<file path="config.mk">
export PLATFORM = sky130hd
export DESIGN_NAME = serial_interconnect
export DESIGN_NICKNAME = d
export VERILOG_FILES = /design/src/design/serial_bus_pkg.sv /design/src/design/serial_interconnect.sv
export SDC_FILE = /design/constraint.sdc
export NUM_CORES = 1
export LEC_CHECK = 0
export CAP_MARGIN = 15
export CORE_AREA = 5 5 42 44
export DETAILED_ROUTE_END_ITERATION = 7
export DIE_AREA = 0 0 47 49
export DONT_BUFFER_PORTS = 1
export GPL_TIMING_DRIVEN = 0
export PLACE_DENSITY = 0.7
export SETUP_SLACK_MARGIN = 0.15
export SYNTH_ARGS = -nofsm -noshare
export SYNTH_HDL_FRONTEND = slang
export SYNTH_SLANG_ARGS = --single-unit
</file>
<file path="constraint.sdc">
create_clock -name clk -period 3.3 [get_ports clk]
set_input_delay 0.33 -clock clk [delete_from_list [all_inputs] [get_ports clk]]
set_output_delay 0.33 -clock clk [all_outputs]
set_load 0.01 [all_outputs]
</file>
<file path="src/design/serial_bus_pkg.sv">
// ****************************************
// serial bus package
// bus widths, frame layout, host register
// selects and the master and target states
// ****************************************
`default_nettype none

package serial_bus_pkg;

    localparam int NUM_TARGETS = 3;
    localparam int ID_W        = 2;
    localparam int DATA_W      = 32;
    localparam int ADDR_DEPTH  = 256;
    localparam int ADDR_W      = 8;
    localparam int MAX_BURST   = 4;
    localparam int LEN_W       = 2;

    // frame: start | id | rw | burst | addr, msb first
    localparam logic [2:0] START_PATTERN = 3'b111;
    localparam int FRAME_W = 3 + ID_W + 2 + ADDR_W;

    // counter widths for frame bits and data bits
    localparam int FCNT_W = $clog2(FRAME_W);
    localparam int BCNT_W = $clog2(DATA_W);

    typedef enum logic [3:0] {
        REG_CTRL   = 4'd0,
        REG_TARGET = 4'd1,
        REG_ADDR   = 4'd2,
        REG_MODE   = 4'd3,
        REG_WDATA0 = 4'd4,
        REG_WDATA1 = 4'd5,
        REG_WDATA2 = 4'd6,
        REG_WDATA3 = 4'd7,
        REG_RDATA0 = 4'd8,
        REG_RDATA1 = 4'd9,
        REG_RDATA2 = 4'd10,
        REG_RDATA3 = 4'd11,
        REG_STATUS = 4'd12
    } reg_sel_t;

    typedef enum logic [2:0] {
        M_IDLE, M_FRAME, M_WDATA, M_RGAP, M_RDATA, M_WAIT
    } master_state_t;

    typedef enum logic [2:0] {
        T_IDLE, T_FRAME, T_DECODE, T_READ, T_WRITE, T_DONE
    } target_state_t;

endpackage

`default_nettype wire
</file>
<file path="src/design/serial_interconnect.sv">
// ****************************************
// serial interconnect
// tracks frames on the control line and
// routes the addressed target's returns
// ****************************************
`timescale 1ns/1ps
`default_nettype none

module serial_interconnect (
    input  wire logic                                 clk,
    input  wire logic                                 resetn,
    input  wire logic                                 control,
    input  wire logic [serial_bus_pkg::NUM_TARGETS-1:0] rD_n,
    input  wire logic [serial_bus_pkg::NUM_TARGETS-1:0] ready_n,
    output logic                                      rD,
    output logic                                      ready,
    output logic                                      decode_error
);
    import serial_bus_pkg::*;

    logic                in_frame;
    logic [FCNT_W-1:0]   frame_cnt;
    logic [FRAME_W-2:0]  frame_sr;
    logic [FRAME_W-1:0]  frame_bits;
    logic [ID_W-1:0]     id_field;
    logic [ID_W-1:0]     sel;

    // whole frame is visible during its last bit
    assign frame_bits = {frame_sr, control};
    assign id_field   = frame_bits[FRAME_W-4 -: ID_W];

    always_ff @(posedge clk) begin
        frame_sr <= frame_bits[FRAME_W-2:0];
    end

    always_ff @(posedge clk or negedge resetn) begin
        if (!resetn) begin
            in_frame     <= 1'b0;
            frame_cnt    <= '0;
            sel          <= '0;
            decode_error <= 1'b0;
        end else begin
            decode_error <= 1'b0;
            if (!in_frame) begin
                in_frame  <= control;
                frame_cnt <= FCNT_W'(1);
            end else begin
                frame_cnt <= frame_cnt + 1'b1;
                if (frame_cnt == FCNT_W'(FRAME_W - 1)) begin
                    in_frame     <= 1'b0;
                    sel          <= id_field;
                    decode_error <= (id_field >= ID_W'(NUM_TARGETS));
                end
            end
        end
    end

    // unmapped id reads as zero data with ready high
    always_comb begin
        rD    = 1'b0;
        ready = 1'b1;
        for (int i = 0; i < NUM_TARGETS; i++) begin
            if (sel == ID_W'(i)) begin
                rD    = rD_n[i];
                ready = ready_n[i];
            end
        end
    end

endmodule

`default_nettype wire

</file>
==> results.py <==
metrics = {
    "run_status": {
        "status": "completed",
    },
    "sta": {
        "setup_slack_ns": 1.81,
        "setup_viol": 0,
        "rsz0062_at_grt": "no",
        "slew_headroom_pct": 76.0,
        "period_share_pct": 45.3,
        "max_freq_mhz": 669,
        "period_needed_ns": 1.49,
        "totalNegativeSetupSlack_ns": 0,
        "worstMarginPinSlew_ns": 0.360,
        "whs_ns": 0.0646,
        "skew_ns": 0.00212,
        "slew_viol_final": 0,
        "hold_viol_final": 0,
    },
    "floorplan": {
        "die_width_um": 47,
        "dieHeight_um": 49,
        "die-area_sq_um": 2300,
        "coreArea_sq_um": 1400,
        "start_util_pct": 42.6,
        "rows": 14,
        "io_pins": 12,
    },
    "logic_synthesis": {
        "syn_area_sq_um": 597,
        "synth_nets": 53,
        "ys_types": 17,
        "synth_warnings": 0,
        "synth-seq-area-share_pct": 70.4,
        "synth-seq-cells": 19,
        "syn_avg_cell_area_sq_um": 14.2,
        "synth_cells": 42,
    },
    "placed_design": {
        "place_ws_ns": 2.06,
        "routabilityCongestion": 0.612,
        "portBuffers": 0,
    },
    "pwr": {
        "power_leakage_nw": 0.309,
        "peakVddDrop_v": 0.000292,
        "powerDensity_nw_per_um2": 850,
    },
    "routing": {
        "drc": 0,
        "vias": 296,
        "wl_um": 771,
        "dr.pass1.iters": 1,
        "ant_nets": 0,
        "drt_iter0_markers": 0,
        "routedWlPerCell_um": 12.2,
        "avgViaCountPerCell": 4.70,
    },
    "setup_path": {
        "endpoint_kind": "output port",
        "r2r_setup_slack_ns": 2.05,
        "start_kind": "register",
        "path_max_fanout": 5,
        "path_class": "reg2out",
        "cp.required_ns": 2.97,
        "cp.arrival_ns": 1.16,
    },
    "finish": {
        "diodes": 0,
        "nFillCells": 140,
        "drive_gt1_share_pct": 14.9,
        "final_common_cell": "dfxtp_1",
        "final_nets": 59,
        "final_cell_mix": "dfxtp_1, dfrtp_1, mux2i_1",
        "syn_to_final_growth_pct": 9.64,
    },
    "cts": {
        "post_cts_buffers": 0,
        "post_cts_resized": 0,
        "cts.sinks": 19,
        "cts_root_buf": "clkbuf_4",
        "clk_pin_slew_worst_paths_ns": 0.10,
        "cts_max_path_buffers": 2,
        "cts_tree": "built",
        "cts_hold_buf": 1,
        "cts_made_buffers": 3,
        "h-tree-depth": 1,
        "clkLatencyLatePin_ns": 0.28,
    },
    "global_routing": {
        "antenna_found_initial": 0,
        "grt_max_degree": 12,
        "grt_pass1_vias": 271,
        "grt_overflow_total": 0,
        "grt_pass1_wl_um": 1220,
        "grt_util_all_layers_pct": 7.81,
    },
    "run": {
        "cap_viol_max_count": 0,
    },
    "hold_path": {
        "hold_class": "in2reg",
    },
}
final timing paths:
check / depth (start not counted) / end / from
min in group asynchronous: 1 / sel[1]$_DFFE_PN0P_ / resetn
max: 2 / rD / sel[0]$_DFFE_PN0P_
min: 0 / frame_sr[0]$_DFF_P_ / control
max in group asynchronous: 1 / frame_cnt[3]$_DFF_PN0_ / resetn
min reg2reg: 0 / frame_sr[9]$_DFF_P_ / frame_sr[8]$_DFF_P_
max reg2reg: 4 / sel[0]$_DFFE_PN0P_ / frame_cnt[0]$_DFF_PN0_
report_power, final:
part,internal [mW],switching (mW),total [mW]
clock network,0.0450,0.0632,0.108
logic,0.0685,0.0495,0.118
registers,0.281,0.0492,0.330
state kept, by name, indices dropped and copies added, names as in the netlist:
name and cells:
in_frame 1, sel 2, frame_sr 11, decode_error 1
frame_cnt 4
through the flow:
step | utilization, % | cells | power, mW | area [sq um]
floorplan | - | 42 | 0.429 | 597
global placement | 44.0 | 58 | 0.445 | 617
detailed placement | 44.0 | 58 | 0.452 | 617
CTS | 46.7 | 63 | 0.568 | 654
global route | 46.7 | 63 | 0.601 | 654
finish | 46.7 | 63 | 0.556 | 654
final cells by class:
class / instances / area (sq um) / share of cell area (%)
Sequential cell: 19 / 420 / 64.2
Multi-Input combinational cell: 22 / 173 / 26.4
Clock buffer: 3 / 22.5 / 3.44
Tap cell: 16 / 20.0 / 3.06
Timing Repair Buffer: 1 / 10.0 / 1.53
Clock inverter: 1 / 5.00 / 0.765
Inverter: 1 / 3.75 / 0.574
synthesized netlist by cell type:
cell	number	area share, %
dfxtp_1	11	37
dfrtp_1	8	34
mux2i_1	4	6.7
nand2_1	3	1.9
ha_1	2	4.2
mux2_2	2	3.8
nor2_1	2	1.3
and2_1	1	1.0
inv_1	1	0.63
nand3_1	1	0.84
nand3b_1	1	1.3
nand4_2	1	2.1
nor2b_1	1	1.0
o21a_1	1	1.3
o21ai_0	1	0.84
or2b_1	1	1.3
xor2_1	1	1.5
cells by family (layout without fill, tap and decap cells):
| logic type | count (synthesis) | count (layout) | synth area share (%) |
|---|---|---|---|
| DFF | 19 | 19 | 70.4 |
| and+or+nand+nor | 11 | 11 | 10.7 |
| muxes | 6 | 6 | 10.5 |
| adders and majority gates | 2 | 2 | 4.19 |
| AOI/OAI and AO/OA | 2 | 2 | 2.10 |
| xor gates and xnor gates | 1 | 1 | 1.47 |
| buffers and inverters | 1 | 6 | 0.628 |
metal layers:
layer | wire length (um) | global-route usage [%]
met1 | 377 | 11.6
met2 | 302 | 8.60
met3 | 91 | 2.21
met4 | 0 | 6.91
met5 | 0 | 0
worst max-delay path, cell delays in order (launching register included):
cell and delay (ns):
dfrtp_1 0.44, mux2i_1 0.13, o21ai_0 0.30
Power figures use the tool's default switching activity.
