$ cat config.mk
export PLATFORM = sky130hd
export DESIGN_NAME = bus_cmd_regs
export DESIGN_NICKNAME = d
export VERILOG_FILES = /design/src/design/serial_bus_pkg.sv /design/src/design/bus_cmd_regs.sv
export SDC_FILE = /design/constraint.sdc
export NUM_CORES = 1
export LEC_CHECK = 0
export BUFFER_PORTS_ARGS = -buffer_cell sky130_fd_sc_hd__buf_2
export CAP_MARGIN = 20
export CORE_MARGIN = 3
export CORE_UTILIZATION = 45
export CTS_CLUSTER_SIZE = 8
export DETAILED_ROUTE_END_ITERATION = 10
export PLACE_DENSITY = 0.64
export RECOVER_POWER = 25
export SLEW_MARGIN = 10
export SYNTH_ARGS = -nofsm -noshare
export SYNTH_HDL_FRONTEND = slang
export SYNTH_SLANG_ARGS = --single-unit
export TNS_END_PERCENT = 10
$ cat constraint.sdc
create_clock -name clk -period 2.4 [get_ports clk]
set_input_delay 0.24 -clock clk [delete_from_list [all_inputs] [get_ports clk]]
set_output_delay 0.24 -clock clk [all_outputs]
set_load 0.05 [all_outputs]
$ cat src/design/serial_bus_pkg.sv
// ****************************************
// serial bus package
// bus widths, frame layout, host register
// selects and the master and target states
// ****************************************
`default_nettype none

package serial_bus_pkg;

    localparam int NUM_TARGETS = 3;
    localparam int ID_W        = 2;
    localparam int DATA_W      = 32;
    localparam int ADDR_DEPTH  = 256;
    localparam int ADDR_W      = 8;
    localparam int MAX_BURST   = 4;
    localparam int LEN_W       = 2;

    // frame: start | id | rw | burst | addr, msb first
    localparam logic [2:0] START_PATTERN = 3'b111;
    localparam int FRAME_W = 3 + ID_W + 2 + ADDR_W;

    // counter widths for frame bits and data bits
    localparam int FCNT_W = $clog2(FRAME_W);
    localparam int BCNT_W = $clog2(DATA_W);

    typedef enum logic [3:0] {
        REG_CTRL   = 4'd0,
        REG_TARGET = 4'd1,
        REG_ADDR   = 4'd2,
        REG_MODE   = 4'd3,
        REG_WDATA0 = 4'd4,
        REG_WDATA1 = 4'd5,
        REG_WDATA2 = 4'd6,
        REG_WDATA3 = 4'd7,
        REG_RDATA0 = 4'd8,
        REG_RDATA1 = 4'd9,
        REG_RDATA2 = 4'd10,
        REG_RDATA3 = 4'd11,
        REG_STATUS = 4'd12
    } reg_sel_t;

    typedef enum logic [2:0] {
        M_IDLE, M_FRAME, M_WDATA, M_RGAP, M_RDATA, M_WAIT
    } master_state_t;

    typedef enum logic [2:0] {
        T_IDLE, T_FRAME, T_DECODE, T_READ, T_WRITE, T_DONE
    } target_state_t;

endpackage

`default_nettype wire
$ cat src/design/bus_cmd_regs.sv
// ****************************************
// bus command registers
// host view of the command, write and read
// buffers and status next to the master
// ****************************************
`timescale 1ns/1ps
`default_nettype none

module bus_cmd_regs (
    input  wire logic                               clk,
    input  wire logic                               resetn,
    input  wire logic                               reg_wr,
    input  wire serial_bus_pkg::reg_sel_t           reg_sel,
    input  wire logic [serial_bus_pkg::DATA_W-1:0]  reg_wdata,
    input  wire logic                               busy,
    input  wire logic                               rbuf_we,
    input  wire logic [serial_bus_pkg::LEN_W-1:0]   rbuf_idx,
    input  wire logic [serial_bus_pkg::DATA_W-1:0]  rbuf_word,
    input  wire logic                               xfer_done,
    input  wire logic                               xfer_error,
    output logic [serial_bus_pkg::DATA_W-1:0]       reg_rdata,
    output logic                                    go,
    output logic [serial_bus_pkg::ID_W-1:0]         target_id,
    output logic [serial_bus_pkg::ADDR_W-1:0]       start_addr,
    output logic                                    write_en,
    output logic [serial_bus_pkg::LEN_W-1:0]        burst_len,
    output logic [serial_bus_pkg::DATA_W-1:0]       wbuf_word,
    output logic                                    done,
    input  wire logic [serial_bus_pkg::LEN_W-1:0]   wbuf_idx
);
    import serial_bus_pkg::*;

    logic [DATA_W-1:0] wbuf [MAX_BURST];
    logic [DATA_W-1:0] rbuf [MAX_BURST];
    logic              dec_err;

    always_ff @(posedge clk or negedge resetn) begin
        if (!resetn) begin
            go         <= 1'b0;
            done       <= 1'b0;
            dec_err    <= 1'b0;
            target_id  <= '0;
            start_addr <= '0;
            write_en   <= 1'b0;
            burst_len  <= '0;
        end else begin
            go   <= 1'b0;
            done <= xfer_done;
            if (xfer_error) begin
                dec_err <= 1'b1;
            end
            if (reg_wr) begin
                case (reg_sel)
                    // a start while busy is dropped
                    REG_CTRL: begin
                        if (!busy && !go) begin
                            go      <= 1'b1;
                            dec_err <= 1'b0;
                        end
                    end
                    REG_TARGET: target_id <= reg_wdata[ID_W-1:0];
                    REG_ADDR:   start_addr <= reg_wdata[ADDR_W-1:0];
                    // bit 0 write, bits 2:1 length minus one
                    REG_MODE: begin
                        write_en  <= reg_wdata[0];
                        burst_len <= reg_wdata[LEN_W:1];
                    end
                    default: ;
                endcase
            end
        end
    end

    always_ff @(posedge clk) begin
        if (reg_wr && (reg_sel inside {[REG_WDATA0:REG_WDATA3]})) begin
            wbuf[LEN_W'(reg_sel - REG_WDATA0)] <= reg_wdata;
        end
        if (rbuf_we) begin
            rbuf[rbuf_idx] <= rbuf_word;
        end
    end

    assign wbuf_word = wbuf[wbuf_idx];

    always_comb begin
        reg_rdata = '0;
        case (reg_sel)
            REG_TARGET: reg_rdata[ID_W-1:0] = target_id;
            REG_ADDR:   reg_rdata[ADDR_W-1:0] = start_addr;
            REG_MODE:   reg_rdata[LEN_W:0] = {burst_len, write_en};
            REG_WDATA0, REG_WDATA1, REG_WDATA2, REG_WDATA3:
                reg_rdata = wbuf[LEN_W'(reg_sel - REG_WDATA0)];
            REG_RDATA0, REG_RDATA1, REG_RDATA2, REG_RDATA3:
                reg_rdata = rbuf[LEN_W'(reg_sel - REG_RDATA0)];
            REG_STATUS: reg_rdata[1:0] = {dec_err, busy};
            default: ;
        endcase
    end

endmodule

`default_nettype wire

==> flow_metrics.tcl <==
set metrics [dict create \
    status "finished clean" \
    path_cells "mux2i_1 -> o32ai_1 -> or4_1 -> buf_2" \
    cp_slowest_cell "or4_1" \
    synth_top_area_frac 0.6776 \
    utilization 0.5851 \
    grt_antenna_before_repair 0 \
    place_hpwl_um 18210 \
    cts_root_buffer "clkbuf_16" \
    arrival_ns 2.06 \
    yosys_register_bits 272 \
    fin_crit_sh 0.9571 \
    synth_top_area_cell "edfxtp_1" \
    ys.flop_type "edfxtp_1" \
    clkTransAtPathRegs_ns 0.05 \
    fin_crit_ns 2.297 \
    cts.path.max_buffers 3 \
    grt_pass1_vias 6651 \
    yosysSeqAreaShare 0.7129 \
    grt_max_degree 33 \
    startpoint_type "register" \
    drt_iter0_drc 472 \
    start_util 0.4624 \
    slew_headroom 0.4090 \
    die_area_mm2 0.02715 \
    critPathBufInv 1 \
    seqPwrFrac 0.466 \
    synth_fp_nets 615 \
    wl_per_cell_um 24.19 \
    required_ns 2.16 \
    fmax_ghz 0.4354 \
    crit_type "register to primary output" \
    cp_max_fo 2 \
    port_buffers 157 \
    comb_power_share 0.127 \
    tns_ns 0 \
    tightest_slew_ns 0.8865 \
    cts_resized 0 \
    synth_area_per_cell_um2 21.17 \
    leakagePower_uw 0.005100 \
    report.final.setup_viol 0 \
    fin_ws_ns 0.1031 \
    vdd_ir_drop_max_v 0.0004093 \
    synth_area_mm2 0.01134 \
    ioPinCount 158 \
    cts_made_buffers 39 \
    fp.dieH_um 164.8 \
    yosys_warnings 0 \
    post-place-cells 1008 \
    place_congestion 0.8494 \
    syn-instance-count 536 \
    synthArstFlopShare 0.05882 \
    max_cap_violations 0 \
    synth_edf_count 256 \
    layoutNonFillerInstCount 1127 \
    post-route-drc-count 0 \
    finalWirelength_um 27260 \
    globalRouteOverflowTotal 0 \
    slowest_delay_ns 0.54 \
    core_area_mm2 0.02453 \
    grt_pass1_wl_um 40830 \
    rows 57 \
    syn_to_final_growth_pct 26.53 \
    hold_class "input port to register" \
    synth.most_common_cell "edfxtp_1" \
    p_per_area_mw_per_mm2 823.9 \
    clk_latency_ns 0.50 \
    cts_tree "yes" \
    critPathCaptureType "primary output" \
    switchingPower_uw 2895 \
    power_uw 11830 \
    vias_per_cell 5.681 \
    cts.sinks 272 \
    ant_nets 0 \
    rsz0062_at_grt "false" \
    drive_gt1_frac 0.3491 \
    hold_viol_final 0 \
    rrSetupSlack_ns 1.41 \
    firstDrtPassIters 5 \
    finish.net_count 868 \
    dp_slack_ns 0.2220 \
    fin_skew_ns 0.0009282 \
    synth_cell_types 40 \
    p_int_uw 8931 \
    dr_total_vias 6402 \
    yosys-top-cells-area "edfxtp_1 68%, mux4_2 16%, dfrtp_1 3.5%, mux2i_1 3.1%, a22o_1 1.9%" \
    die_w_um 164.8 \
    maxSlewViolCount 0 \
    grt_use_total 0.2039 \
    crit_family "simple AND/OR/NAND/NOR gates" \
    cts_max_level 2 \
    clkPwrFrac 0.407 \
    switching_share 0.2448 \
    synth_top_cells_by_count "256 x edfxtp_1, 80 x mux4_2, 35 x mux2i_1" \
]
==> cell families after synthesis <==
group	count (synthesis)	share of synthesized area
mux	128	0.2026
simple gates	48	0.02680
compound gates	51	0.03662
flops	272	0.7129
buf+inv	37	0.02107
==> worst reg2reg max path: stages (launching register included) <==
cell     delay [ns]
dfrtp_1        0.39
nor4_1         0.24
and3_1         0.21
nor2_1         0.05
==> through the flow <==
step                      hold WS, ns  area (um^2)
final                         0.09050        14350
after floorplan              -0.05559        11360
after CTS                    0.009184        14400
after detailed placement       0.1749        12690
after global routing          0.08515        14350
after global placement         0.1570        12690
==> timing repair <==
item,in CTS,in global routing
hold endpoints to repair,264,0
hold buffers,64,0
buffers inserted,0,0
==> layout by cell type (no fill, tap or decap), types with 3 or more instances in the layout <==
cell type,count
edfxtp_1,256
o221ai_1,4
dfrtp_1,16
mux2i_1,35
o21a_1,4
o32ai_1,5
o22ai_1,6
nor2_1,5
nand2b_1,4
mux2_1,13
clkbuf_16,40
nand2_1,7
dlygate4sd3_1,64
a221oi_1,4
mux4_2,80
nor3_1,4
buf_2,117
buf_4,19
buf_12,10
a22o_1,24
nor2_2,3
clkbuf_1,50
==> layout make-up <==
| cell class | instances | area, um^2 |
|---|---|---|
| diodes | 1 | 2.502 |
| clock buffers | 52 | 1046 |
| clock inverters | 2 | 25.02 |
| fillers | 1910 | 10180 |
| inverters | 1 | 3.754 |
| multi-input cells | 227 | 3072 |
| flip-flops and latches | 272 | 8088 |
| well taps | 324 | 405.4 |
| repair buffers | 248 | 1712 |
==> power groups by stage <==
stage	sequential, uW	clock, uW	combinational (uW)
after detailed placement	5590	0	1430
after floorplan	5760	0	805
after global routing	5520	5130	1580
after CTS	5510	4930	1520
after global placement	5580	0	1420
final	5510	4810	1500
==> path summary, 6_finish.rpt <==
kind	startpoint	to	cells after the start
max	wbuf[2][0]	reg_rdata[0]	4
min	busy	go	3
max reg2reg	go	dec_err	3
min reg2reg	dec_err	dec_err	2
max in group asynchronous	resetn	burst_len[0]	2
min in group asynchronous	resetn	start_addr[3]	2
==> routing by layer <==
| metal | vias up | wire length, um | global-route usage |
|---|---|---|---|
| met1 | 3307 | 11670 | 0.2913 |
| met4 | 0 | 854 | 0.07205 |
| met2 | 235 | 12620 | 0.3026 |
| li1 | 2808 | - | - |
| met3 | 52 | 2116 | 0.05894 |
| met5 | - | 0 | 0 |
==> registers in the layout (all words and copies together), names as in the netlist <==
name        flops
rbuf          128
wbuf          128
start_addr      8
burst_len       2
target_id       2
dec_err         1
done            1
go              1
write_en        1
Note: power is estimated with default switching activity, not from simulation.
