## config.mk

```make
export PLATFORM = sky130hd
export DESIGN_NAME = serial_master
export DESIGN_NICKNAME = d
export VERILOG_FILES = /design/src/design/serial_bus_pkg.sv /design/src/design/serial_master.sv
export SDC_FILE = /design/constraint.sdc
export NUM_CORES = 1
export LEC_CHECK = 0
export BUFFER_PORTS_ARGS = -buffer_cell sky130_fd_sc_hd__clkbuf_2
export CELL_PAD_IN_SITES_DETAIL_PLACEMENT = 1
export CELL_PAD_IN_SITES_GLOBAL_PLACEMENT = 2
export CORE_UTILIZATION = 37
export DETAILED_ROUTE_END_ITERATION = 8
export PLACE_DENSITY_LB_ADDON = 0.2
export SKIP_CTS_REPAIR_TIMING = 1
export SYNTH_ARGS = -nofsm -noshare
export SYNTH_HDL_FRONTEND = slang
export SYNTH_SLANG_ARGS = --single-unit
```

## constraint.sdc

```tcl
create_clock -name clk -period 2.6 [get_ports clk]
set_clock_uncertainty 0.1 [all_clocks]
set_input_delay 0.39 -clock clk [delete_from_list [all_inputs] [get_ports clk]]
set_output_delay 0.39 -clock clk [all_outputs]
set_load 0.02 [all_outputs]
```

## src/design/serial_bus_pkg.sv

```systemverilog
// ****************************************
// serial bus package
// bus widths, frame layout, host register
// selects and the master and target states
// ****************************************
`default_nettype none

package serial_bus_pkg;

    localparam int NUM_TARGETS = 3;
    localparam int ID_W        = 2;
    localparam int DATA_W      = 32;
    localparam int ADDR_DEPTH  = 256;
    localparam int ADDR_W      = 8;
    localparam int MAX_BURST   = 4;
    localparam int LEN_W       = 2;

    // frame: start | id | rw | burst | addr, msb first
    localparam logic [2:0] START_PATTERN = 3'b111;
    localparam int FRAME_W = 3 + ID_W + 2 + ADDR_W;

    // counter widths for frame bits and data bits
    localparam int FCNT_W = $clog2(FRAME_W);
    localparam int BCNT_W = $clog2(DATA_W);

    typedef enum logic [3:0] {
        REG_CTRL   = 4'd0,
        REG_TARGET = 4'd1,
        REG_ADDR   = 4'd2,
        REG_MODE   = 4'd3,
        REG_WDATA0 = 4'd4,
        REG_WDATA1 = 4'd5,
        REG_WDATA2 = 4'd6,
        REG_WDATA3 = 4'd7,
        REG_RDATA0 = 4'd8,
        REG_RDATA1 = 4'd9,
        REG_RDATA2 = 4'd10,
        REG_RDATA3 = 4'd11,
        REG_STATUS = 4'd12
    } reg_sel_t;

    typedef enum logic [2:0] {
        M_IDLE, M_FRAME, M_WDATA, M_RGAP, M_RDATA, M_WAIT
    } master_state_t;

    typedef enum logic [2:0] {
        T_IDLE, T_FRAME, T_DECODE, T_READ, T_WRITE, T_DONE
    } target_state_t;

endpackage

`default_nettype wire
```

## src/design/serial_master.sv

```systemverilog
// ****************************************
// serial bus master
// sends the configuration frame, then write
// data or collects read data, word by word
// ****************************************
`timescale 1ns/1ps
`default_nettype none

module serial_master (
    input  wire logic                               clk,
    input  wire logic                               resetn,
    input  wire logic                               go,
    input  wire logic [serial_bus_pkg::ID_W-1:0]    target_id,
    input  wire logic [serial_bus_pkg::ADDR_W-1:0]  start_addr,
    input  wire logic                               write_en,
    input  wire logic [serial_bus_pkg::LEN_W-1:0]   burst_len,
    input  wire logic [serial_bus_pkg::DATA_W-1:0]  wbuf_word,
    input  wire logic                               rD,
    input  wire logic                               ready,
    input  wire logic                               decode_error,
    output logic                                    busy,
    output logic [serial_bus_pkg::LEN_W-1:0]        wbuf_idx,
    output logic                                    rbuf_we,
    output logic [serial_bus_pkg::LEN_W-1:0]        rbuf_idx,
    output logic [serial_bus_pkg::DATA_W-1:0]       rbuf_word,
    output logic                                    xfer_done,
    output logic                                    xfer_error,
    output logic                                    control,
    output logic                                    wD,
    output logic                                    valid,
    output logic                                    last
);
    import serial_bus_pkg::*;

    master_state_t     state;
    logic [BCNT_W-1:0] bit_cnt;
    logic [LEN_W-1:0]  word_cnt;
    logic [FRAME_W-1:0] frame_sr;
    logic [DATA_W-1:0] word_sr;
    logic [DATA_W-2:0] rword;
    logic              frame_end;
    logic              word_end;
    logic              final_word;

    assign frame_end  = (state == M_FRAME) && (bit_cnt == BCNT_W'(FRAME_W - 1));
    assign word_end   = (bit_cnt == BCNT_W'(DATA_W - 1));
    assign final_word = (word_cnt == burst_len);

    always_ff @(posedge clk or negedge resetn) begin
        if (!resetn) begin
            state    <= M_IDLE;
            bit_cnt  <= '0;
            word_cnt <= '0;
        end else begin
            case (state)
                M_IDLE: begin
                    if (go) begin
                        state    <= M_FRAME;
                        bit_cnt  <= '0;
                        word_cnt <= '0;
                    end
                end
                M_FRAME: begin
                    bit_cnt <= bit_cnt + 1'b1;
                    if (frame_end) begin
                        bit_cnt <= '0;
                        state   <= write_en ? M_WDATA : M_RGAP;
                    end
                end
                // read data arrives two cycles after the frame
                M_RGAP: state <= M_RDATA;
                M_WDATA, M_RDATA: begin
                    bit_cnt <= bit_cnt + 1'b1;
                    if (word_end) begin
                        if (final_word) begin
                            state <= M_WAIT;
                        end else begin
                            word_cnt <= word_cnt + 1'b1;
                        end
                    end
                end
                // target holds ready low until it is finished
                M_WAIT: begin
                    if (ready) begin
                        state <= M_IDLE;
                    end
                end
                default: state <= M_IDLE;
            endcase
        end
    end

    always_ff @(posedge clk) begin
        if (state == M_IDLE && go) begin
            frame_sr <= {START_PATTERN, target_id, write_en, burst_len != '0, start_addr};
        end else if (state == M_FRAME) begin
            frame_sr <= frame_sr << 1;
        end
        if ((frame_end && write_en) || (state == M_WDATA && word_end)) begin
            word_sr <= wbuf_word;
        end else if (state == M_WDATA) begin
            word_sr <= word_sr << 1;
        end
        if (state == M_RDATA) begin
            rword <= rbuf_word[DATA_W-2:0];
        end
    end

    // next word is fetched while the current one shifts out
    assign wbuf_idx = (state == M_WDATA) ? word_cnt + 1'b1 : word_cnt;

    assign control = (state == M_FRAME) && frame_sr[FRAME_W-1];
    assign valid   = (state == M_WDATA);
    assign wD      = valid && word_sr[DATA_W-1];
    assign last    = final_word && ((valid && word_end) || state == M_RDATA);

    assign rbuf_word = {rword, rD};
    assign rbuf_we   = (state == M_RDATA) && word_end;
    assign rbuf_idx  = word_cnt;

    assign busy       = (state != M_IDLE);
    assign xfer_done  = (state == M_WAIT) && ready;
    assign xfer_error = decode_error && busy;

endmodule

`default_nettype wire

```

==> results.json <==
{
  "final_cell_mix": "clkbuf_2, edfxtp_1, mux2_4, mux2_1, nand2_1",
  "rows": 36,
  "r2r_start": "bit_cnt[0]",
  "grt_pass1_vias": 2156,
  "pre_cts_slack_ns": 0.308,
  "worst_slack_ns": 0.262,
  "total_power_mw": 4.06,
  "grt_use_met3_pct": 3.86,
  "post-route-util_pct": 47.1,
  "numPortBuffers": 94,
  "power_leakage_nw": 1.98,
  "r2r-end": "word_sr[31]",
  "r2r_slack_ns": 0.33,
  "cts_made_buffers": 9,
  "fin_crit_sh_pct": 89.9,
  "slew_headroom_pct": 63.6,
  "rsz0062_at_grt": "false",
  "fin_nets": 374,
  "clk_latency_ns": 0.35,
  "num_vias": 2141,
  "ys_seq_area_share_pct": 68.4,
  "clock_sinks": 88,
  "ios": 95,
  "critPathRequiredTime_ns": 2.11,
  "fill_cells": 1020,
  "gr-usage-met1_pct": 19.7,
  "synth_seq_cells": 88,
  "drv_cap": 0,
  "crit_path_start_kind": "register",
  "p_per_area_nw_per_um2": 880,
  "grt_pass1_wl_um": 11200,
  "worst_pin_slew_ns": 0.546,
  "yosys_warnings": 0,
  "setup_tns_ns": 0,
  "syn2layout_area_growth_pct": 23.1,
  "core_um2": 9770,
  "dpl.cell_count": 441,
  "avgViaCountPerCell": 4.68,
  "endpoint_kind": "primary output",
  "cts_tree": "built",
  "grt_max_degree": 33,
  "fmax_mhz": 428,
  "hold_class": "primary input to register",
  "grt_usage_pct": 14.5,
  "ys_types": 42,
  "htree_levels": 3,
  "whs_ns": 0.124,
  "min_to": "rword[0]",
  "cts_root_buf": "clkbuf_8",
  "grt_util_met2_pct": 21.5,
  "start_util_pct": 38.3,
  "worst_ir_drop_vdd_uv": 307,
  "synth.cell_area_um2": 3740,
  "period_needed_ns": 2.34,
  "postRouteAntennaNets": 0,
  "drc_errors": 0,
  "dr.pass1.iters": 4,
  "final_cells": 457,
  "wl_per_cell_um": 16.2,
  "worst-path-max-fanout": 13,
  "dieWidth_um": 103,
  "hold_viol": 0,
  "dp_hpwl_um": 5240,
  "startpoint": "state[0]",
  "grt_overflow": 0,
  "syn_inst": 218,
  "top_usage_layer": "met2",
  "clk_pin_slew_ns": 0.10,
  "outcome": "finished, final reports clean",
  "antenna_found_initial": 0,
  "mostFrequentLayoutCell": "clkbuf_2",
  "finalSetupViolCount": 0,
  "hp-start": "rD",
  "totalWireLength_um": 7400,
  "synth_fp_nets": 272,
  "placed_area_um2": 4380,
  "fin_area_um2": 4610,
  "drt_iter0_markers": 57,
  "holdPathStages": 1,
  "dieArea_um2": 10500,
  "syn_area_per_cell_um2": 17.2,
  "cts_buffer_depth": 2,
  "drive_above_1_share_pct": 46.0,
  "drv_slew": 0,
  "antenna_cells": 0,
  "dieHeight_um": 103,
  "worst_ep_arrival_time_ns": 1.85,
  "gp_congestion": 0.702,
  "rr_worst_depth": 6,
  "critPathKind": "register to primary output"
}
==> sequential cells by signal (all words and copies together) (netlist names) <==
register / flops
state: 3
bit_cnt: 5
rbuf_idx: 2
rword: 31
frame_sr: 15
word_sr: 32
==> layer usage <==
metal  share of wire, %  vias to the layer above  routed length, µm
met1                 47                     1042               3500
met3                6.2                        9                457
met5                  0                        -                  0
li1                   -                     1028                  -
met4                1.5                        0                112
met2                 45                       62               3320
==> synth_stat cells <==
library cell / n / area, µm²
edfxtp_1: 75 / 2250
mux2_4: 29 / 435
mux2_1: 13 / 146
nand2_1: 11 / 41.3
dfrtp_1: 10 / 250
nor2_1: 7 / 26.3
inv_1: 5 / 18.8
mux2i_1: 5 / 50.1
xnor2_1: 5 / 43.8
a21o_1: 4 / 30.0
a21oi_1: 4 / 20.0
o21ai_1: 4 / 20.0
a22o_1: 3 / 26.3
and2_1: 3 / 18.8
and3_1: 3 / 18.8
buf_2: 3 / 15.0
buf_6: 3 / 33.8
dfxtp_1: 3 / 60.1
ha_1: 3 / 37.5
o211ai_1: 2 / 15.0
o2bb2ai_1: 2 / 17.5
a211oi_1: 1 / 7.51
a22oi_2: 1 / 12.5
and2b_1: 1 / 7.51
and4b_1: 1 / 10.0
buf_4: 1 / 7.51
clkbuf_1: 1 / 3.75
inv_2: 1 / 3.75
nand2_2: 1 / 6.26
nand2b_1: 1 / 6.26
nand3_1: 1 / 5.00
nand3b_1: 1 / 7.51
nand4b_1: 1 / 8.76
nor2_2: 1 / 6.26
nor2b_1: 1 / 6.26
nor3_1: 1 / 5.00
nor3_2: 1 / 10.0
nor3b_4: 1 / 18.8
nor4bb_1: 1 / 10.0
o32a_1: 1 / 10.0
or3_1: 1 / 6.26
or4_1: 1 / 7.51
==> where the power goes <==
group          switching [mW]  internal (mW)  total (mW)
Sequential              0.161           1.85        2.01
Combinational           0.568          0.433        1.00
Clock                   0.504          0.544        1.05
Total                    1.23           2.82        4.06
==> cell type report <==
type                    count  area (µm²)  area share, %
clock inverters             6        91.3           1.98
repair buffers             99         536           11.6
multi-input cells         116        1100           24.0
flip-flops and latches     88        2560           55.6
clock buffers               9         124           2.69
inverters                   6        22.5          0.489
well taps                 133         166           3.61
==> critical path, cell delays in order (launching register included) <==
cell      delay [ns]
dfrtp_1         0.57
nor3_2          0.48
inv_2           0.11
and2_1          0.18
clkbuf_2        0.15
==> cell families after synthesis <==
logic type	count (synthesis)	share of synthesized area, %
adders and majority gates	3	1.00
AOI/OAI and AO/OA	22	4.24
muxes	47	16.9
and+or+nand+nor	39	6.05
buffers and inverters	14	2.21
xor gates and xnor gates	5	1.17
DFF	88	68.4
==> worst max path at each step <==
stage	to	slack, ns	cells past startpoint
floorplan	word_sr[0]	0.42	5
global placement	word_sr[1]	0.37	6
detailed placement	word_sr[1]	0.31	6
CTS	wbuf_idx[1]	0.11	5
global route	wbuf_idx[1]	0.10	5
finish	xfer_error	0.26	4
No activity file was read; power rests on OpenSTA's default activity.
